--- src/dmaCtrl_defs.svh ---
`ifndef DMA_CTRL_DEFS_SVH
`define DMA_CTRL_DEFS_SVH

// address bus and register width
`define DMA_ADR_W 16

// data word width on both ports and in the FIFO
`define DMA_DATA_W 16

// number of shift stages between reader and writer
`define DMA_FIFO_DEPTH 4

// width of the address field that selects the port
`define DMA_NIBBLE_W 4

// top nibble value of an internal address
`define DMA_INT_NIBBLE 4'hF

`endif

--- src/dmaPkg.sv ---
`default_nettype none

package dmaPkg;

  // host register select codes
  typedef enum logic [2:0] {
    REG_CTRL    = 3'd0, // bit 0 is the enable
    REG_SRC_IDX = 3'd1,
    REG_SRC_MOD = 3'd2,
    REG_SRC_CNT = 3'd3,
    REG_DST_IDX = 3'd4,
    REG_DST_MOD = 3'd5,
    REG_DST_CNT = 3'd6
  } regSelT;

  // which memory port a request goes to
  typedef enum logic {
    PORT_INT = 1'b0, // NP
    PORT_EXT = 1'b1  // SP
  } portSelT;

  // enable bit life cycle
  // running lasts until the reader is finished,
  // draining until the writer has emptied the FIFO
  typedef enum logic [1:0] {
    XFER_IDLE  = 2'd0,
    XFER_RUN   = 2'd1,
    XFER_DRAIN = 2'd2
  } xferStateT;

endpackage

`default_nettype wire

--- src/destWriter.sv ---
`timescale 1ns/1ps
`default_nettype none
`include "dmaCtrl_defs.svh"

module destWriter
  import dmaPkg::*;
(
  input  wire                   clk,
  input  wire                   rst,
  input  wire                   start,
  input  wire                   active,
  input  wire [`DMA_ADR_W-1:0]  dstIdx,
  input  wire [`DMA_ADR_W-1:0]  dstMod,
  input  wire [`DMA_ADR_W-1:0]  dstCnt,
  input  wire                   headValid,
  input  wire [`DMA_DATA_W-1:0] headData,
  input  wire                   wrGrant,
  output logic                  wrReq,
  output portSelT               wrPort,
  output logic [`DMA_ADR_W-1:0] wrAdr,
  output logic [`DMA_DATA_W-1:0] wrData,
  output logic                  headTake,
  output logic                  dstDone
);

  logic [`DMA_ADR_W-1:0] cnt;

  assign wrPort = (wrAdr[`DMA_ADR_W-1 -: `DMA_NIBBLE_W] == `DMA_INT_NIBBLE) ?
                  PORT_INT : PORT_EXT;

  assign wrReq   = active && headValid && (cnt != '0);
  assign wrData  = headData; // head is frozen until popped
  assign dstDone = (cnt == '0);

  // pop on grant; surplus or aborted words are flushed without a write
  assign headTake = (wrReq && wrGrant) || (headValid && (!active || cnt == '0));

  always_ff @(posedge clk or posedge rst)
  begin
    if (rst)
    begin
      wrAdr <= '0;
      cnt   <= '0;
    end
    else if (start)
    begin
      wrAdr <= dstIdx;
      cnt   <= dstCnt;
    end
    else if (!active)
      cnt <= '0;
    else if (wrReq && wrGrant)
    begin
      wrAdr <= wrAdr + dstMod;
      cnt   <= cnt - 1'b1;
    end
  end

endmodule

`default_nettype wire

--- config.mk ---
export PLATFORM = sky130hd
export DESIGN_NAME = destWriter
export DESIGN_NICKNAME = d
export VERILOG_FILES = /design/src/dmaPkg.sv /design/src/destWriter.sv
export VERILOG_INCLUDE_DIRS = /design/src
export SDC_FILE = /design/constraint.sdc
export NUM_CORES = 1
export LEC_CHECK = 0
export ABC_AREA = 0
export BUFFER_PORTS_ARGS = -buffer_cell sky130_fd_sc_hd__buf_4
export CAP_MARGIN = 40
export CORE_UTILIZATION = 44
export DETAILED_ROUTE_END_ITERATION = 10
export PLACE_DENSITY_LB_ADDON = 0.3
export REMOVE_ABC_BUFFERS = 1
export SYNTH_ARGS = -nofsm -noshare
export SYNTH_HDL_FRONTEND = slang
export SYNTH_SLANG_ARGS = --single-unit
--- constraint.sdc ---
create_clock -name clk -period 2.2 [get_ports clk]
set_input_delay 0.55 -clock clk [delete_from_list [all_inputs] [get_ports clk]]
set_output_delay 0.55 -clock clk [all_outputs]
set_load 0.02 [all_outputs]
# ---- Word-level counts from Yosys, hierarchy flattened
# Cells that the tools add are included.
dict set report totals {
  regBits 32
  input_bits 70
  output_inout_bits 36
}
dict set report op_classes {
  n_addsub 2
  eq_ne 2
  muxes 7
  reduce_logical 12
}
# op count
set ops {}
lappend ops {{16-bit 2-to-1 mux} 6}
lappend ops {{16-bit adder} 1}
lappend ops {{16-bit logical NOT} 1}
lappend ops {{16-bit nonzero test} 1}
lappend ops {{16-bit by 1-bit subtractor with 16-bit output (second input constant)} 1}
lappend ops {{4-bit == test (second input constant)} 1}
lappend ops {{1-bit logical AND} 4}
lappend ops {{2-bit nonzero test} 2}
lappend ops {{3-bit by 2-bit != test with 1-bit output (second input constant)} 1}
lappend ops {{1-bit logical OR} 2}
lappend ops {{2-bit AND reduction} 1}
lappend ops {{1-bit logical NOT} 1}
lappend ops {{1-bit 2-to-1 mux} 1}

# ---- Depth between registers and ports, before layout
# Gate-level depths: netlist (run 1).
dict set report depth {
  ltp_word 6
  depth_mapped 9
  ltp_nobuf 8
}

# ---- Worst setup path after synthesis (run 1)
# Ideal clock, no wire load.
dict set report synth_timing {
  path_type {register to output}
  start {register cnt[7]}
  end {output headTake}
  arrival_ns 2.143
  t_required_ns 1.650
  path_slack_ns -0.493
  path_stages_with_launch 5
  n_path_buf 0
  path_cell_list {dfrtp_1 or4_4 or4_4 nor2_1 o31a_1}
}
dict set report synth_via {
  elab_chain_len 4
  elab_cells_between_ends 7
  cone_classes {7 x reduce/logical}
}
# item line
set synth_rtl {}
lappend synth_rtl {{from (decl)} destWriter.sv:26} ;# logic [`DMA_ADR_W-1:0] cnt;
lappend synth_rtl {{from (signal assigned)} destWriter.sv:48} ;# cnt <= dstCnt;
lappend synth_rtl {{from (signal assigned)} destWriter.sv:55} ;# cnt <= cnt - 1'b1;
lappend synth_rtl {{16-bit logical NOT} --}
lappend synth_rtl {{named net dstDone} destWriter.sv:23} ;# output logic dstDone
lappend synth_rtl {{1-bit logical OR} destWriter.sv:36} ;# assign headTake = (wrReq && wrGrant) || (headValid && (!active || cnt == '0));
lappend synth_rtl {{1-bit logical AND} destWriter.sv:36}
lappend synth_rtl {{1-bit logical OR} destWriter.sv:36}
lappend synth_rtl {{to (decl)} destWriter.sv:22} ;# output logic headTake,
# The timed path passes the listed nets, and every way through them passes these cells.

# ---- Worst setup path in the final report (run 1)
dict set report layout_timing {
  start {register cnt[7]}
  end {output headTake}
}
dict set report layout_via {
  elab_chain_len 4
  elab_cells_between_ends 7
  cone_classes {7 x reduce/logical}
}
# item line
set layout_rtl {}
lappend layout_rtl {{16-bit nonzero test / 16-bit logical NOT (equally long branches)} {destWriter.sv:31, destWriter.sv:36}}
lappend layout_rtl {{1-bit logical AND / 1-bit logical OR (equally long branches)} {destWriter.sv:31, destWriter.sv:36}}
lappend layout_rtl {{1-bit logical AND} destWriter.sv:36}
lappend layout_rtl {{1-bit logical OR *} destWriter.sv:36}
# Mark *: on every way between the ends. The rest lies on a longest branch, timed or not.

==> impl_metrics.tcl, run 1 <==
set metrics [dict create \
    slew_headroom_pct 52.4 \
    die_h_um 78.6 \
    syn-cell-area_mm2 0.00258 \
    fin_ws_ps -382 \
    fin_tns_setup_ps -5160 \
    start_util_pct 46.4 \
    synth_top_area_cell "dfrtp_1" \
    ir_drop_v 0.000296 \
    fmax_mhz 387 \
    fin_crit_ps 2580 \
    port_buffers 73 \
    numCtsBuffers 5 \
    drive_gt1_share_pct 35.7 \
    drtIter0Drc 89 \
    fillers 484 \
    area_delta_synth_final_pct 38.3 \
    crit_chain "or4_4 > or4_4 > nor2_4 > o31a_1 > buf_6" \
    drtPass1Iterations 4 \
    start_kind "register" \
    postRouteAntennaNets 0 \
    ys.flop_type "dfrtp_1" \
    violations "negative setup slack" \
    ys_top_cells_by_count "37 x nand2_1, 32 x dfrtp_1, 26 x o21ai_0, 22 x a21oi_1" \
    min_path_type "in -> async" \
    hold_viol 0 \
    post-route-period-util_pct 117 \
    grt_usage_pct 23.6 \
    grt_pass1_wl_mm 11.5 \
    critPathRequiredTime_ps 1650 \
    tightest_slew_ps 713 \
    grt.busiest_layer "met2" \
    num_vias 2615 \
    dieArea_mm2 0.00618 \
    skew_ps 8.30 \
    place_congestion 0.846 \
    grt-ovfl-total 0 \
    ys_seq_area_share_pct 31.0 \
    worst-path-max-fanout 3 \
    path_clk_slew_ps 70 \
    critPathSlowestCell "or4_4" \
    wire_per_inst_um 15.1 \
    placed_cells 452 \
    dpl.hpwl_mm 5.10 \
    endpoint_kind "output port" \
    vias_per_cell 5.51 \
    clock_latency_ps 290 \
    clk_root_buffer_cell "clkbuf_8" \
    nets 489 \
    grt_pass1_vias 2469 \
    num_rows 27 \
    synth_edf_count 0 \
    yosysMostFrequentCell "nand2_1" \
    ys_warn_count 0 \
    die_w_um 78.6 \
    async_reset_ff_share_pct 100 \
    antenna_found_initial 0 \
    cts_max_level 2 \
    critPathKind "reg -> out" \
    syn-instance-count 305 \
    status "finished, violations left" \
    powerDensity_mw_per_mm2 578 \
    rsz0062_at_grt "yes" \
    power_leakage_nw 1.66 \
    worstPathArrival_ps 2030 \
    grt_util_met2_pct 37.0 \
    io_pins 106 \
    max_stage_delay_ps 540 \
    coreArea_mm2 0.00557 \
    slew_violations 0 \
    setup_viol 32 \
    routed_wl_mm 7.17 \
    cts_tree "built" \
    cp_common_cell "or4_4" \
    syn_avg_cell_area_um2 8.47 \
    met1_usage_pct 32.4 \
    clkSinkCount 32 \
    yosys.area.top_type_share_pct 31.0 \
    num_antenna_cells 0 \
    stdcell_count 475 \
    ys_ff_latch 32 \
    clockBufferDepth 2 \
    synthTopCellsByArea "dfrtp_1 31%, ha_1 7.7%, nand2_1 5.4%, o21ai_0 5.0%, buf_4 4.9%" \
    use_met3_pct 5.70 \
    yosysUniqueCellTypes 51 \
    max-cap-violations 0 \
    drc 0 \
    grt_max_degree 24 \
]
## critical path: cells and delay by family, from the launching register on
family,cells,cell delay [ps]
buffers and inverters,1,110
AND/OR/NAND/NOR,3,1110
AO/OA/AOI/OAI,1,140
flip-flops,1,380
## final cells by class
type | instances | area [µm²] | area share (%)
Clock buffer | 6 | 72.6 | 2.03
Clock inverter | 2 | 35.0 | 0.980
Tap cell | 72 | 90.1 | 2.52
Inverter | 11 | 41.3 | 1.16
Multi-Input combinational cell | 233 | 1590 | 44.6
Sequential cell | 32 | 801 | 22.4
Timing Repair Buffer | 119 | 940 | 26.3
## logic make-up after synthesis
kind of cell,share of synthesized area (%)
xor+xnor,7.80
mux,0.775
simple gates,18.8
fa+ha+maj,8.52
compound gates,23.8
buf+inv,9.30
flops,31.0
## worst paths after layout
path | from | end | slack (ps) | cells after the start
max | cnt[7]$_DFFE_PP0P_ | headTake | -380 | 5
min | rst | cnt[0]$_DFFE_PP0P_ | 290 | 2
max reg2reg | cnt[7]$_DFFE_PP0P_ | wrAdr[14]$_DFFE_PP0P_ | -270 | 10
min reg2reg | cnt[1]$_DFFE_PP0P_ | cnt[1]$_DFFE_PP0P_ | 520 | 2
max in group asynchronous | rst | wrAdr[7]$_DFFE_PP0P_ | 1350 | 3
min in group clk | dstIdx[9] | wrAdr[9]$_DFFE_PP0P_ | 460 | 2
## where the power goes
| group | total, mW | switching [mW] | leakage (nW) | internal, mW |
|---|---|---|---|---|
| Clock | 0.565 | 0.229 | 0.0552 | 0.336 |
| Sequential | 0.701 | 0.0557 | 0.391 | 0.645 |
| Combinational | 0.800 | 0.404 | 1.21 | 0.396 |
## per-layer routing
layer	vias to the layer above	routed length, µm
met4	0	31
li1	1290	-
met1	1235	3320
met3	2	430
met5	-	0
met2	88	3390
## cells in the final DEF (no fill, tap or decap), types with 6 or more instances in the layout
cell type,Yosys,final
a21oi_1,22,21
buf_4,17,109
buf_6,1,9
dfrtp_1,32,32
ha_1,16,16
inv_1,11,11
nand2_1,37,36
nand3_1,11,9
nor2_1,17,15
o21a_1,6,6
o21ai_0,26,10
o21ai_1,1,17
o31ai_1,6,6
xnor2_1,10,9
xor2_1,13,13
## through the flow
stage | worst slack (ps) | area (µm²) | utilization [%] | total power, mW | hold WS [ps]
2_1_floorplan | -493 | 2380 | - | 1.15 | 475
3_3_place_gp | -281 | 3270 | 58.6 | 1.45 | 488
3_5_place_dp | -332 | 3270 | 58.6 | 1.46 | 505
4_1_cts | -413 | 3490 | 62.7 | 2.05 | 304
5_1_grt | -460 | 3570 | 64.1 | 2.21 | 324
6_report | -382 | 3570 | 64.1 | 2.07 | 285
## repair_timing
| action | 4_1_cts | 5_1_grt |
|---|---|---|
| gates resized for setup | 15 | 26 |
| hold buffers | 0 | 0 |
| buffers inserted | 7 | 7 |
| gates cloned | 2 | 1 |
| setup endpoints to repair | 20 | 31 |
| hold endpoints to repair | 0 | 0 |
| pin swaps | 7 | 13 |
## sequential cells by signal (all words and copies together), names as in the netlist
register	cells
wrAdr	16
cnt	16
Power figures use the tool's default switching activity.
==> run 2: changes to the inputs <==
--- a/config.mk
+++ b/config.mk
@@ -9,10 +9,11 @@
 export ABC_AREA = 0
 export BUFFER_PORTS_ARGS = -buffer_cell sky130_fd_sc_hd__buf_4
 export CAP_MARGIN = 40
-export CORE_UTILIZATION = 44
+export CORE_UTILIZATION = 49
 export DETAILED_ROUTE_END_ITERATION = 10
 export PLACE_DENSITY_LB_ADDON = 0.3
 export REMOVE_ABC_BUFFERS = 1
+export SETUP_SLACK_MARGIN = 0.3
 export SYNTH_ARGS = -nofsm -noshare
 export SYNTH_HDL_FRONTEND = slang
 export SYNTH_SLANG_ARGS = --single-unit
==> constraint.sdc (replaced) <==
create_clock -name clk -period 2.7 [get_ports clk]
set_input_delay 0.675 -clock clk [delete_from_list [all_inputs] [get_ports clk]]
set_output_delay 0.675 -clock clk [all_outputs]
set_load 0.02 [all_outputs]
==> impl_metrics.tcl, run 2 (synthesized netlist as in run 1, its figures left out) <==
set metrics [dict create \
    path_delay_family "simple AND/OR/NAND/NOR gates" \
    pre_cts_ws_ps -44.0 \
    tightest_slew_ps 669 \
    drive_gt1_share_pct 30.1 \
    postRouteAntennaNets 0 \
    start_kind "register" \
    cts_max_level 2 \
    switchingPower_uw 547 \
    critPathSlowestCell "or4_4" \
    crit_chain "or4_4 > or4_4 > nor2_4 > o31a_1 > buf_6" \
    dieArea_mm2 0.00557 \
    post-route-period-util_pct 101 \
    grt_pass1_wl_mm 10.3 \
    powerDensity_mw_per_mm2 487 \
    placed_cells 426 \
    area_delta_synth_final_pct 29.5 \
    place_congestion 0.843 \
    max-cap-violations 0 \
    path_clk_slew_ps 70 \
    slew_violations 0 \
    port_buffers 73 \
    grt_usage_pct 24.3 \
    final_util_pct 65.5 \
    cp_common_cell "or4_4" \
    slew_headroom_pct 55.3 \
    holdWs_ps 482 \
    regToRegSetupSlack_ps 210 \
    fin_tns_setup_ps -33.6 \
    grt_util_met2_pct 36.0 \
    num_rows 26 \
    rsz0062_at_grt "yes" \
    clock_latency_ps 290 \
    clk_root_buffer_cell "clkbuf_8" \
    die_h_um 74.6 \
    grt_max_degree 53 \
    setup_viol 1 \
    grt_pass1_vias 2225 \
    antenna_found_initial 0 \
    p_sw_share_pct 33.5 \
    skew_ps 9.03 \
    final_common_cell "buf_4" \
    stdcell_count 446 \
    met1_usage_pct 33.3 \
    drtPass1Iterations 4 \
    worst-path-max-fanout 3 \
    hold_viol 0 \
    routed_wl_mm 6.75 \
    coreArea_mm2 0.00511 \
    fin_crit_ps 2730 \
    critPathKind "reg -> out" \
    endpoint_kind "output port" \
    total_power_mw 1.63 \
    num_vias 2545 \
    violations "negative setup slack" \
    dpl_cell_area_mm2 0.00309 \
    max_stage_delay_ps 550 \
    use_met3_pct 8.43 \
    dpl.hpwl_mm 4.64 \
    grt.busiest_layer "met2" \
    grt-ovfl-total 0 \
    clockBufferDepth 2 \
    nets 462 \
    fmax_mhz 366 \
    vias_per_cell 5.71 \
    clkSinkCount 32 \
    p_clk_share_pct 28.3 \
    status "finished, violations left" \
    start_util_pct 50.6 \
    ir_drop_v 0.000271 \
    comb_power_share_pct 36.7 \
    numCtsBuffers 5 \
    ctsHoldBuffers 0 \
    drc 0 \
    min_path_type "in -> async" \
    io_pins 106 \
    critPathRequiredTime_ps 2030 \
    worstPathArrival_ps 2060 \
    power_leakage_nw 1.53 \
    die_w_um 74.6 \
    p_seq_share_pct 35.0 \
    wire_per_inst_um 15.1 \
    drtIter0Drc 193 \
    fin_ws_ps -33.6 \
    cts_tree "built" \
    num_antenna_cells 0 \
    p_int_mw 1.08 \
    crit_buf_inv 1 \
    final_area_mm2 0.00335 \
    final_cell_mix "86 x buf_4, 37 x nand2_1, 32 x dfrtp_1" \
    fillers 444 \
    reg_top3 "cnt: 16 flops, wrAdr: 16 flops" \
]
==> run 2: cell types whose count changed in the layout (fill, tap and decap cells not counted), moves of 2 or more <==
cell	before	now
buf_4	109	86
o21ai_0	10	19
o21ai_1	17	8
buf_6	9	3
nand3_1	9	11
nand3_2	2	0
==> run 2: final timing paths <==
check                                   start                   to  depth (start not counted)
max                        cnt[7]$_DFFE_PP0P_             headTake                          5
min                                       rst   cnt[7]$_DFFE_PP0P_                          3
max reg2reg                cnt[7]$_DFFE_PP0P_   cnt[3]$_DFFE_PP0P_                          9
min reg2reg                cnt[1]$_DFFE_PP0P_   cnt[1]$_DFFE_PP0P_                          2
max in group asynchronous                 rst  cnt[11]$_DFFE_PP0P_                          3
min in group clk           cnt[1]$_DFFE_PP0P_   cnt[1]$_DFFE_PP0P_                          2
==> run 2: final cells by class <==
| class | count | area [µm²] | share of cell area (%) |
|---|---|---|---|
| Timing Repair Buffer | 92 | 739 | 22.1 |
| Clock buffer | 6 | 72.6 | 2.17 |
| Inverter | 11 | 41.3 | 1.23 |
| Sequential cell | 32 | 801 | 23.9 |
| Clock inverter | 2 | 35.0 | 1.05 |
| Tap cell | 70 | 87.6 | 2.62 |
| Multi-Input combinational cell | 233 | 1570 | 46.9 |
==> run 2: what timing repair did <==
action | in CTS | in global routing
setup buffers | 4 | 7
resized for setup | 4 | 15
pin swaps | 1 | 9
setup endpoints to repair | 4 | 16
gates cloned | 0 | 1
==> run 2: layer usage <==
layer / part of all wire, % / wire length [µm] / up-vias
li1: - / - / 1232
met1: 45 / 3020 / 1201
met2: 47 / 3140 / 103
met3: 7.2 / 489 / 9
met4: 1.4 / 95 / 0
met5: 0 / 0 / -
==> run 2: worst min-delay path: cells and delay by family <==
kind                   cells  cell delay [ps]
buffers and inverters      3              520
==> run 2: power groups by stage <==
stage	Clock, mW	Combinational (mW)	Sequential, mW
2_1_floorplan	0	0.327	0.606
3_3_place_gp	0	0.553	0.578
3_5_place_dp	0	0.564	0.580
4_1_cts	0.470	0.576	0.570
5_1_grt	0.490	0.662	0.578
6_report	0.461	0.599	0.571
